===== src/include/tracker_consts.svh =====
`ifndef TRACKER_CONSTS_SVH
`define TRACKER_CONSTS_SVH

// pixel coordinate widths, enough for a 1280x720 raster
`define COORD_X_W 11
`define COORD_Y_W 10

// one 8-bit color or chroma channel
`define CHAN_W 8

// per-frame accumulator widths
`define SUM_W 32
`define COUNT_W 21

// APB bus widths
`define APB_ADDR_W 8
`define APB_DATA_W 32

// register map, byte offsets
`define REG_THRESH_CR 8'h00
`define REG_THRESH_CB 8'h04
`define REG_CENTROID_A 8'h08
`define REG_CENTROID_B 8'h0C
`define REG_STATUS 8'h10

// threshold window after reset
`define THRESH_LOWER_RST 8'hA0
`define THRESH_UPPER_RST 8'hF0

`endif


===== src/hw/tracker_pkg.sv =====
package tracker_pkg;

  `include "tracker_consts.svh"

  // plain vectors with a meaning of their own
  typedef logic [`COORD_X_W-1:0] coord_x_t;
  typedef logic [`COORD_Y_W-1:0] coord_y_t;
  typedef logic [`CHAN_W-1:0] chan_t;
  typedef logic [`SUM_W-1:0] sum_t;
  typedef logic [`COUNT_W-1:0] count_t;
  // r in 15:11, g in 10:5, b in 4:0
  typedef logic [15:0] rgb565_t;

  // raw pixel as it arrives from the source
  typedef struct packed {
    logic valid;
    logic eof;
    coord_x_t hcount;
    coord_y_t vcount;
    rgb565_t rgb565;
  } pixel_beat_t;

  // same beat after color conversion
  typedef struct packed {
    logic valid;
    logic eof;
    coord_x_t hcount;
    coord_y_t vcount;
    chan_t cr;
    chan_t cb;
  } chroma_beat_t;

  // same beat after thresholding, one hit bit per target
  typedef struct packed {
    logic valid;
    logic eof;
    coord_x_t hcount;
    coord_y_t vcount;
    logic hit_a;
    logic hit_b;
  } mask_beat_t;

  // inclusive window on one channel
  typedef struct packed {
    chan_t lower;
    chan_t upper;
  } thresh_t;

  // totals of one target over one frame
  typedef struct packed {
    sum_t sum_x;
    sum_t sum_y;
    count_t count;
  } frame_sums_t;

  // published center of mass
  typedef struct packed {
    logic found;
    coord_x_t x;
    coord_y_t y;
  } centroid_t;

  typedef enum logic [2:0] {
    CTRL_IDLE,
    CTRL_DIV_AX,
    CTRL_DIV_AY,
    CTRL_DIV_BX,
    CTRL_DIV_BY,
    CTRL_PUBLISH
  } ctrl_state_t;

endpackage


===== src/hw/centroid_accum.sv =====
module centroid_accum (
  input  logic                      clk_pixel,
  input  logic                      sys_rst_pixel,
  input  tracker_pkg::mask_beat_t   beat_i,
  input  logic                      hit_i,
  output tracker_pkg::frame_sums_t  sums_o,
  output logic                      sums_valid_o
);

  import tracker_pkg::*;

  // running totals for the frame in progress
  frame_sums_t run;
  // totals including the current beat
  frame_sums_t next;
  logic take;

  assign take = beat_i.valid && hit_i;

  always_comb
  begin
    next = run;
    if (take)
    begin
      next.sum_x = run.sum_x + sum_t'(beat_i.hcount);
      next.sum_y = run.sum_y + sum_t'(beat_i.vcount);
      next.count = run.count + count_t'(1);
    end
  end

  always_ff @(posedge clk_pixel)
  begin
    if (sys_rst_pixel)
    begin
      run <= '0;
      sums_valid_o <= 1'b0;
    end
    else
    begin
      // one cycle pulse right after the last pixel of a frame
      sums_valid_o <= beat_i.valid && beat_i.eof;
      if (beat_i.valid && beat_i.eof)
        run <= '0;
      else
        run <= next;
    end
  end

  // snapshot holds until the next frame ends
  always_ff @(posedge clk_pixel)
  begin
    if (beat_i.valid && beat_i.eof)
      sums_o <= next;
  end

  // a frame larger than the counter would corrupt the averages
  a_count_no_wrap: assert property (@(posedge clk_pixel) disable iff (sys_rst_pixel)
    take |-> run.count != '1);

endmodule


===== src/hw/chroma_convert.sv =====
module chroma_convert (
  input  logic                       clk_pixel,
  input  logic                       sys_rst_pixel,
  input  tracker_pkg::pixel_beat_t   pix_i,
  output tracker_pkg::chroma_beat_t  chroma_o
);

  import tracker_pkg::*;

  // 565 fields widened to 8 bits, low bits zero
  chan_t r8, g8, b8;

  // stage 1: unsigned products of each coefficient
  logic [14:0] cr_r_p, cr_g_p, cr_b_p;
  logic [14:0] cb_r_p, cb_g_p, cb_b_p;
  logic s1_valid, s1_eof;
  coord_x_t s1_x;
  coord_y_t s1_y;

  // stage 2: signed sums with the rounding constant
  logic signed [16:0] cr_sum, cb_sum;
  logic s2_valid, s2_eof;
  coord_x_t s2_x;
  coord_y_t s2_y;

  // scale back by 256, recenter on 128 and saturate to a byte
  function automatic chan_t clamp_chan(input logic signed [16:0] sum);
    logic signed [16:0] v;
    v = (sum >>> 8) + 17'sd128;
    if (v < 17'sd0)
      return '0;
    else if (v > 17'sd255)
      return 8'hFF;
    else
      return v[7:0];
  endfunction

  assign r8 = {pix_i.rgb565[15:11], 3'b000};
  assign g8 = {pix_i.rgb565[10:5], 2'b00};
  assign b8 = {pix_i.rgb565[4:0], 3'b000};

  always_ff @(posedge clk_pixel)
  begin
    // products carry no reset, only valid does
    cr_r_p <= 15'(r8) * 15'd112;
    cr_g_p <= 15'(g8) * 15'd94;
    cr_b_p <= 15'(b8) * 15'd18;
    cb_r_p <= 15'(r8) * 15'd38;
    cb_g_p <= 15'(g8) * 15'd74;
    cb_b_p <= 15'(b8) * 15'd112;
    s1_eof <= pix_i.eof;
    s1_x <= pix_i.hcount;
    s1_y <= pix_i.vcount;

    // cr = 112r - 94g - 18b, cb = 112b - 38r - 74g
    cr_sum <= $signed({2'b00, cr_r_p}) - $signed({2'b00, cr_g_p})
              - $signed({2'b00, cr_b_p}) + 17'sd128;
    cb_sum <= $signed({2'b00, cb_b_p}) - $signed({2'b00, cb_r_p})
              - $signed({2'b00, cb_g_p}) + 17'sd128;
    s2_eof <= s1_eof;
    s2_x <= s1_x;
    s2_y <= s1_y;

    // stage 3 drives the output beat
    chroma_o.cr <= clamp_chan(cr_sum);
    chroma_o.cb <= clamp_chan(cb_sum);
    chroma_o.eof <= s2_eof;
    chroma_o.hcount <= s2_x;
    chroma_o.vcount <= s2_y;

    if (sys_rst_pixel)
    begin
      s1_valid <= 1'b0;
      s2_valid <= 1'b0;
      chroma_o.valid <= 1'b0;
    end
    else
    begin
      s1_valid <= pix_i.valid;
      s2_valid <= s1_valid;
      chroma_o.valid <= s2_valid;
    end
  end

endmodule


===== src/hw/chroma_threshold.sv =====
module chroma_threshold (
  input  logic                       clk_pixel,
  input  logic                       sys_rst_pixel,
  input  tracker_pkg::chroma_beat_t  chroma_i,
  input  tracker_pkg::thresh_t       thresh_cr_i,
  input  tracker_pkg::thresh_t       thresh_cb_i,
  output tracker_pkg::mask_beat_t    mask_o
);

  import tracker_pkg::*;

  // window compares, both bounds inclusive
  logic in_cr, in_cb;

  assign in_cr = (chroma_i.cr >= thresh_cr_i.lower) && (chroma_i.cr <= thresh_cr_i.upper);
  assign in_cb = (chroma_i.cb >= thresh_cb_i.lower) && (chroma_i.cb <= thresh_cb_i.upper);

  always_ff @(posedge clk_pixel)
  begin
    // target A follows cr, target B follows cb
    mask_o.hit_a <= in_cr;
    mask_o.hit_b <= in_cb;
    mask_o.eof <= chroma_i.eof;
    mask_o.hcount <= chroma_i.hcount;
    mask_o.vcount <= chroma_i.vcount;
    if (sys_rst_pixel)
      mask_o.valid <= 1'b0;
    else
      mask_o.valid <= chroma_i.valid;
  end

endmodule


===== src/hw/color_tracker_top.sv =====
`include "tracker_consts.svh"

module color_tracker_top (
  input  logic                     clk_pixel,
  input  logic                     sys_rst_pixel,
  input  tracker_pkg::pixel_beat_t pix_i,
  input  logic                     apb_psel_i,
  input  logic                     apb_penable_i,
  input  logic                     apb_pwrite_i,
  input  logic [`APB_ADDR_W-1:0]   apb_paddr_i,
  input  logic [`APB_DATA_W-1:0]   apb_pwdata_i,
  output logic [`APB_DATA_W-1:0]   apb_prdata_o,
  output logic                     apb_pready_o,
  output logic                     apb_pslverr_o
);

  import tracker_pkg::*;

  chroma_beat_t chroma;
  mask_beat_t mask;
  thresh_t thresh_cr, thresh_cb;
  frame_sums_t sums_a, sums_b;
  logic sums_valid_a;
  logic div_start, div_done;
  sum_t dividend, quotient;
  count_t divisor;
  centroid_t centroid_a, centroid_b;
  logic publish;

  // 3 cycle color conversion
  chroma_convert u_convert (
    .clk_pixel     (clk_pixel),
    .sys_rst_pixel (sys_rst_pixel),
    .pix_i         (pix_i),
    .chroma_o      (chroma)
  );

  chroma_threshold u_threshold (
    .clk_pixel     (clk_pixel),
    .sys_rst_pixel (sys_rst_pixel),
    .chroma_i      (chroma),
    .thresh_cr_i   (thresh_cr),
    .thresh_cb_i   (thresh_cb),
    .mask_o        (mask)
  );

  // target A tracks the cr mask
  centroid_accum u_accum_a (
    .clk_pixel     (clk_pixel),
    .sys_rst_pixel (sys_rst_pixel),
    .beat_i        (mask),
    .hit_i         (mask.hit_a),
    .sums_o        (sums_a),
    .sums_valid_o  (sums_valid_a)
  );

  // target B tracks the cb mask, its pulse matches the A pulse
  centroid_accum u_accum_b (
    .clk_pixel     (clk_pixel),
    .sys_rst_pixel (sys_rst_pixel),
    .beat_i        (mask),
    .hit_i         (mask.hit_b),
    .sums_o        (sums_b),
    .sums_valid_o  ()
  );

  // one divider shared by all four averages
  serial_divider u_divider (
    .clk_pixel     (clk_pixel),
    .sys_rst_pixel (sys_rst_pixel),
    .start_i       (div_start),
    .dividend_i    (dividend),
    .divisor_i     (divisor),
    .quotient_o    (quotient),
    .done_o        (div_done)
  );

  // the A pulse stands for both accumulators
  tracker_ctrl u_ctrl (
    .clk_pixel     (clk_pixel),
    .sys_rst_pixel (sys_rst_pixel),
    .sums_a_i      (sums_a),
    .sums_b_i      (sums_b),
    .sums_valid_i  (sums_valid_a),
    .quotient_i    (quotient),
    .div_done_i    (div_done),
    .div_start_o   (div_start),
    .dividend_o    (dividend),
    .divisor_o     (divisor),
    .centroid_a_o  (centroid_a),
    .centroid_b_o  (centroid_b),
    .publish_o     (publish)
  );

  tracker_regs u_regs (
    .clk_pixel     (clk_pixel),
    .sys_rst_pixel (sys_rst_pixel),
    .apb_psel_i    (apb_psel_i),
    .apb_penable_i (apb_penable_i),
    .apb_pwrite_i  (apb_pwrite_i),
    .apb_paddr_i   (apb_paddr_i),
    .apb_pwdata_i  (apb_pwdata_i),
    .centroid_a_i  (centroid_a),
    .centroid_b_i  (centroid_b),
    .publish_i     (publish),
    .apb_prdata_o  (apb_prdata_o),
    .apb_pready_o  (apb_pready_o),
    .apb_pslverr_o (apb_pslverr_o),
    .thresh_cr_o   (thresh_cr),
    .thresh_cb_o   (thresh_cb)
  );

endmodule


===== src/hw/serial_divider.sv =====
module serial_divider (
  input  logic                clk_pixel,
  input  logic                sys_rst_pixel,
  input  logic                start_i,
  input  tracker_pkg::sum_t   dividend_i,
  input  tracker_pkg::count_t divisor_i,
  output tracker_pkg::sum_t   quotient_o,
  output logic                done_o
);

  import tracker_pkg::*;

  logic busy;
  // one step per quotient bit, 32 in all
  logic [4:0] step;

  // dividend shifts out of the top while quotient bits shift in
  sum_t quo_r;
  count_t rem_r;
  count_t div_r;

  // partial remainder with the next dividend bit appended
  logic [$bits(count_t):0] shifted;
  logic [$bits(count_t):0] diff;
  logic fits;

  assign shifted = {rem_r, quo_r[$bits(sum_t)-1]};
  assign diff = shifted - {1'b0, div_r};
  // restore when the trial subtract would go negative
  assign fits = shifted >= {1'b0, div_r};
  assign quotient_o = quo_r;

  always_ff @(posedge clk_pixel)
  begin
    if (sys_rst_pixel)
    begin
      busy <= 1'b0;
      step <= '0;
      done_o <= 1'b0;
    end
    else
    begin
      done_o <= 1'b0;
      if (start_i)
      begin
        busy <= 1'b1;
        step <= '0;
      end
      else if (busy)
      begin
        step <= step + 5'd1;
        // last step lands done exactly 33 cycles after start
        if (step == 5'd31)
        begin
          busy <= 1'b0;
          done_o <= 1'b1;
        end
      end
    end
  end

  always_ff @(posedge clk_pixel)
  begin
    if (start_i)
    begin
      quo_r <= dividend_i;
      rem_r <= '0;
      div_r <= divisor_i;
    end
    else if (busy)
    begin
      quo_r <= {quo_r[$bits(sum_t)-2:0], fits};
      rem_r <= fits ? count_t'(diff) : count_t'(shifted);
    end
  end

  // the controller must wait for done and skip empty targets
  a_start_legal: assert property (@(posedge clk_pixel) disable iff (sys_rst_pixel)
    start_i |-> !busy && (divisor_i != '0));

endmodule


===== src/hw/tracker_ctrl.sv =====
module tracker_ctrl (
  input  logic                      clk_pixel,
  input  logic                      sys_rst_pixel,
  input  tracker_pkg::frame_sums_t  sums_a_i,
  input  tracker_pkg::frame_sums_t  sums_b_i,
  input  logic                      sums_valid_i,
  input  tracker_pkg::sum_t         quotient_i,
  input  logic                      div_done_i,
  output logic                      div_start_o,
  output tracker_pkg::sum_t         dividend_o,
  output tracker_pkg::count_t       divisor_o,
  output tracker_pkg::centroid_t    centroid_a_o,
  output tracker_pkg::centroid_t    centroid_b_o,
  output logic                      publish_o
);

  import tracker_pkg::*;

  ctrl_state_t state;
  // frame totals held while the divider works through them
  frame_sums_t sums_a_r, sums_b_r;
  // centroids under construction, copied out at publish
  centroid_t work_a, work_b;
  logic on_b;

  assign on_b = (state == CTRL_DIV_BX) || (state == CTRL_DIV_BY);
  assign divisor_o = on_b ? sums_b_r.count : sums_a_r.count;

  // divider samples its operands only on the start pulse
  always_comb
  begin
    case (state)
      CTRL_DIV_AX: dividend_o = sums_a_r.sum_x;
      CTRL_DIV_AY: dividend_o = sums_a_r.sum_y;
      CTRL_DIV_BX: dividend_o = sums_b_r.sum_x;
      default:     dividend_o = sums_b_r.sum_y;
    endcase
  end

  always_ff @(posedge clk_pixel)
  begin
    if (sys_rst_pixel)
    begin
      state <= CTRL_IDLE;
      div_start_o <= 1'b0;
      publish_o <= 1'b0;
      centroid_a_o <= '0;
      centroid_b_o <= '0;
    end
    else
    begin
      div_start_o <= 1'b0;
      publish_o <= 1'b0;
      case (state)
        CTRL_IDLE:
          // sums arriving in any other state are dropped
          if (sums_valid_i)
          begin
            sums_a_r <= sums_a_i;
            sums_b_r <= sums_b_i;
            // an empty target keeps its old coordinates
            work_a <= '{found: sums_a_i.count != '0, x: centroid_a_o.x, y: centroid_a_o.y};
            work_b <= '{found: sums_b_i.count != '0, x: centroid_b_o.x, y: centroid_b_o.y};
            if (sums_a_i.count != '0)
            begin
              state <= CTRL_DIV_AX;
              div_start_o <= 1'b1;
            end
            else if (sums_b_i.count != '0)
            begin
              state <= CTRL_DIV_BX;
              div_start_o <= 1'b1;
            end
            else
              state <= CTRL_PUBLISH;
          end
        CTRL_DIV_AX:
          if (div_done_i)
          begin
            work_a.x <= coord_x_t'(quotient_i);
            state <= CTRL_DIV_AY;
            div_start_o <= 1'b1;
          end
        CTRL_DIV_AY:
          if (div_done_i)
          begin
            work_a.y <= coord_y_t'(quotient_i);
            if (sums_b_r.count != '0)
            begin
              state <= CTRL_DIV_BX;
              div_start_o <= 1'b1;
            end
            else
              state <= CTRL_PUBLISH;
          end
        CTRL_DIV_BX:
          if (div_done_i)
          begin
            work_b.x <= coord_x_t'(quotient_i);
            state <= CTRL_DIV_BY;
            div_start_o <= 1'b1;
          end
        CTRL_DIV_BY:
          if (div_done_i)
          begin
            work_b.y <= coord_y_t'(quotient_i);
            state <= CTRL_PUBLISH;
          end
        CTRL_PUBLISH:
        begin
          // both targets change together with the pulse
          centroid_a_o <= work_a;
          centroid_b_o <= work_b;
          publish_o <= 1'b1;
          state <= CTRL_IDLE;
        end
        default:
          state <= CTRL_IDLE;
      endcase
    end
  end

endmodule


===== src/hw/tracker_regs.sv =====
`include "tracker_consts.svh"

module tracker_regs (
  input  logic                     clk_pixel,
  input  logic                     sys_rst_pixel,
  input  logic                     apb_psel_i,
  input  logic                     apb_penable_i,
  input  logic                     apb_pwrite_i,
  input  logic [`APB_ADDR_W-1:0]   apb_paddr_i,
  input  logic [`APB_DATA_W-1:0]   apb_pwdata_i,
  input  tracker_pkg::centroid_t   centroid_a_i,
  input  tracker_pkg::centroid_t   centroid_b_i,
  input  logic                     publish_i,
  output logic [`APB_DATA_W-1:0]   apb_prdata_o,
  output logic                     apb_pready_o,
  output logic                     apb_pslverr_o,
  output tracker_pkg::thresh_t     thresh_cr_o,
  output tracker_pkg::thresh_t     thresh_cb_o
);

  import tracker_pkg::*;

  // access phase of an APB transfer
  logic access;
  logic mapped, writable, err;
  logic [`APB_DATA_W-1:0] rdata;
  logic [15:0] frame_count;

  // centroid word: found in 31, y in 25:16, x in 10:0
  function automatic logic [`APB_DATA_W-1:0] pack_centroid(input centroid_t c);
    return {c.found, 5'b0, c.y, 5'b0, c.x};
  endfunction

  assign access = apb_psel_i && apb_penable_i;
  assign apb_pready_o = 1'b1;

  always_comb
  begin
    mapped = 1'b1;
    writable = 1'b0;
    rdata = '0;
    case (apb_paddr_i)
      `REG_THRESH_CR:
      begin
        writable = 1'b1;
        rdata = {16'b0, thresh_cr_o.upper, thresh_cr_o.lower};
      end
      `REG_THRESH_CB:
      begin
        writable = 1'b1;
        rdata = {16'b0, thresh_cb_o.upper, thresh_cb_o.lower};
      end
      `REG_CENTROID_A: rdata = pack_centroid(centroid_a_i);
      `REG_CENTROID_B: rdata = pack_centroid(centroid_b_i);
      `REG_STATUS:     rdata = {16'b0, frame_count};
      default:         mapped = 1'b0;
    endcase
  end

  // unmapped, or a write to a read-only word
  assign err = !mapped || (apb_pwrite_i && !writable);
  assign apb_pslverr_o = access && err;
  assign apb_prdata_o = err ? '0 : rdata;

  always_ff @(posedge clk_pixel)
  begin
    if (sys_rst_pixel)
    begin
      thresh_cr_o <= '{lower: `THRESH_LOWER_RST, upper: `THRESH_UPPER_RST};
      thresh_cb_o <= '{lower: `THRESH_LOWER_RST, upper: `THRESH_UPPER_RST};
      frame_count <= '0;
    end
    else
    begin
      if (publish_i)
        frame_count <= frame_count + 16'd1;
      // erroring writes leave every register alone
      if (access && apb_pwrite_i && !err)
      begin
        if (apb_paddr_i == `REG_THRESH_CR)
          thresh_cr_o <= '{lower: apb_pwdata_i[7:0], upper: apb_pwdata_i[15:8]};
        else
          thresh_cb_o <= '{lower: apb_pwdata_i[7:0], upper: apb_pwdata_i[15:8]};
      end
    end
  end

  // every access phase must follow a setup with psel held
  a_penable_needs_psel: assert property (@(posedge clk_pixel) disable iff (sys_rst_pixel)
    apb_penable_i |-> apb_psel_i);

endmodule


===== config.mk =====
export PLATFORM = sky130hd
export DESIGN_NAME = color_tracker_top
export DESIGN_NICKNAME = d
export VERILOG_FILES = /design/src/hw/tracker_pkg.sv /design/src/hw/centroid_accum.sv /design/src/hw/chroma_convert.sv /design/src/hw/chroma_threshold.sv /design/src/hw/color_tracker_top.sv /design/src/hw/serial_divider.sv /design/src/hw/tracker_ctrl.sv /design/src/hw/tracker_regs.sv
export VERILOG_INCLUDE_DIRS = /design/src /design/src/include
export SDC_FILE = /design/constraint.sdc
export NUM_CORES = 2
export LEC_CHECK = 0
export ABC_AREA = 1
export BUFFER_PORTS_ARGS = -buffer_cell sky130_fd_sc_hd__buf_4
export CORE_MARGIN = 1.5
export CORE_UTILIZATION = 68
export DETAILED_ROUTE_END_ITERATION = 12
export PLACE_DENSITY = 0.86
export SLEW_MARGIN = 20
export SYNTH_ARGS = -nofsm -noshare
export SYNTH_HDL_FRONTEND = slang
export SYNTH_HIERARCHICAL = 1
export SYNTH_SLANG_ARGS = --single-unit

===== constraint.sdc =====
create_clock -name clk_pixel -period 18 [get_ports clk_pixel]
set_clock_uncertainty 0.2 [all_clocks]
set_input_delay 3.6 -clock clk_pixel [delete_from_list [all_inputs] [get_ports clk_pixel]]
set_output_delay 3.6 -clock clk_pixel [all_outputs]
set_load 0.005 [all_outputs]

==> flow_summary.yaml <==
worst_setup_path:
  worstPathRequired_ns: 14.20
  cp.arrival_ns: 5.75
  path_class: "in -> out"
  end_kind: "output port"
  r2r_cells: 7
  r2r_start: "u_ctrl/state[1]"
  startpoint: "apb_paddr_i[5]"
  reg2reg_slack_ns: 14.83
  crit_end: "apb_prdata_o[31]"
  r2r-end: "u_ctrl/sums_b_r[75]"
  startpoint_type: "primary input"
  worstPathMaxFanout: 14
clocking:
  postCtsSetupRepairBufs: 0
  clk_path_buf_depth: 3
  numCtsBuffers: 91
  cts_root_buf: "clkbuf_16"
  cts.sinks: 916
  cts-resized-gates: 0
  hold_buffers: 0
  clk_pin_slew_ns: 0.06
  insertion_delay_ns: 0.67
  cts-htree-levels: 3
  cts_tree: "done"
sta:
  setup_viol: 0
  period_needed_ns: 9.55
  rsz0062_at_grt: "no"
  slew_violations: 0
  tns_ns: 0
  hold_viol: 0
  maxSlewHeadroom_pct: 27.6
  timing.final.crit_share_pct: 53.1
  worst_slew_pin_slew_ns: 1.08
  max_freq_mhz: 105
  setup_ws_ns: 8.45
  holdWs_ns: 0.126
floorplan:
  core_um2: 64800
  die_h_um: 260
  die_x_um: 260
  die_area_um2: 67500
  ios: 118
  rows: 93
  start_util_pct: 69.2
finish:
  fill_cells: 4327
  nets: 5744
  layout-drive-gt1-share_pct: 8.42
  fin_area_um2: 49400
  area_delta_synth_final_pct: 10.2
job:
  maxCapViolations: 0
placement:
  gp_congestion: 0.937
  place_area_um2: 46200
  dp_hpwl_um: 73400
  numPortBuffers: 95
  place_ws_ns: 8.45
drt:
  initialDrtViolationCount: 3597
  wl_per_cell_um: 16.7
  vias_per_cell: 5.60
  dr_total_vias: 35500
  ant_nets: 0
  drt_wl_total_um: 106000
  drt_pass1_iterations: 8
  route.detailed.drc: 0
global_route:
  grt_pass1_vias: 34000
  grt_usage_pct: 31.4
  antenna_found_initial: 0
  grt_pass1_wl_um: 169000
  overflow: 0
  grt_max_degree: 85
min_path:
  holdPathStages: 0
  worstHoldPathType: "reg -> reg"
pwr:
  irDropWorstVdd_mv: 0.0977
  p_leak_nw: 22.8
  p_per_area_nw_per_um2: 115
  finalPower_mw: 5.67
outcome:
  outcome: "completed"
logic_synthesis:
  syn_area_um2: 44800
  syn_area_per_cell_um2: 8.45
  netlist_instances: 5304
  ys_warn_count: 6
[area by class of cell]
class | count | area [um^2] | area share (%)
clock buffers | 128 | 2690 | 5.44
inverters | 775 | 2920 | 5.91
multi-input cells | 3496 | 18600 | 37.6
flip-flops and latches | 916 | 22700 | 46.0
diodes | 1 | 2.50 | 0.00507
well taps | 855 | 1070 | 2.17
repair buffers | 118 | 886 | 1.79
clock inverters | 44 | 536 | 1.08
[stage by stage]
| step | instances | utilization, % |
|---|---|---|
| CTS | 6332 | 76.2 |
| floorplan | 5308 | - |
| global placement | 6160 | 71.2 |
| global route | 6332 | 76.2 |
| finish | 6333 | 76.2 |
| detailed placement | 6160 | 71.2 |
[cell usage in the layout (no fill, tap or decap), drive strengths merged, types with 3 or more instances in the layout]
| cell | n |
|---|---|
| a31oi | 8 |
| or2 | 33 |
| nor4 | 6 |
| buf | 118 |
| o21ai | 173 |
| ha | 232 |
| clkinvlp | 3 |
| mux2 | 18 |
| bufinv | 8 |
| inv | 776 |
| a211oi | 3 |
| dfxtp | 479 |
| fa | 30 |
| and2 | 9 |
| nor3 | 64 |
| nand2 | 1544 |
| o21a | 5 |
| o21bai | 10 |
| edfxtp | 437 |
| xnor2 | 31 |
| a21oi | 226 |
| clkbuf | 128 |
| xor2 | 68 |
| nand3b | 23 |
| nand4 | 83 |
| nor2 | 558 |
| a21o | 3 |
| a22oi | 32 |
| conb | 6 |
| nand3 | 319 |
| clkinv | 32 |
[flip-flops by register name, summed over array words and instances (netlist names), 25 cells and up]
name	flops
u_accum_a/run	85
u_accum_a/sums_o	85
u_accum_b/run	85
u_accum_b/sums_o	85
u_convert/chroma_o	39
u_ctrl/sums_a_r	85
u_ctrl/sums_b_r	85
u_divider/quotient_o	32
u_threshold/mask_o	25
[per-layer routing]
metal	share of wire [%]	track usage (%)	wire length (um)
met4	3.9	13.1	4140
met1	40	39.8	42300
met5	0	0	0
met3	7.3	4.56	7740
met2	49	53.9	51500
[critical path: stages]
cell	delay (ns)
buf_4	0.11
inv_2	0.05
nand2_1	0.08
nor2_4	0.30
nand2_2	0.14
nor3_2	0.79
nand2_1	0.11
a21oi_1	0.37
buf_4	0.19
[where the power goes]
group | internal, mW | switching [mW]
logic | 0.475 | 0.858
clock network | 1.17 | 0.821
registers | 2.29 | 0.0502
[how the worst min path moves through the flow]
stage	slack (ns)	startpoint	to
detailed placement	0.11	u_convert/s2_x[9]	u_convert/chroma_o[35]
finish	0.13	u_convert/chroma_o[25]	u_threshold/mask_o[11]
global placement	0.11	u_convert/chroma_o[20]	u_threshold/mask_o[6]
floorplan	0.11	u_convert/s2_y[0]	u_convert/chroma_o[16]
CTS	0.12	u_convert/chroma_o[25]	u_threshold/mask_o[11]
global route	0.13	u_convert/chroma_o[24]	u_threshold/mask_o[10]
Power figures use the tool's default switching activity.
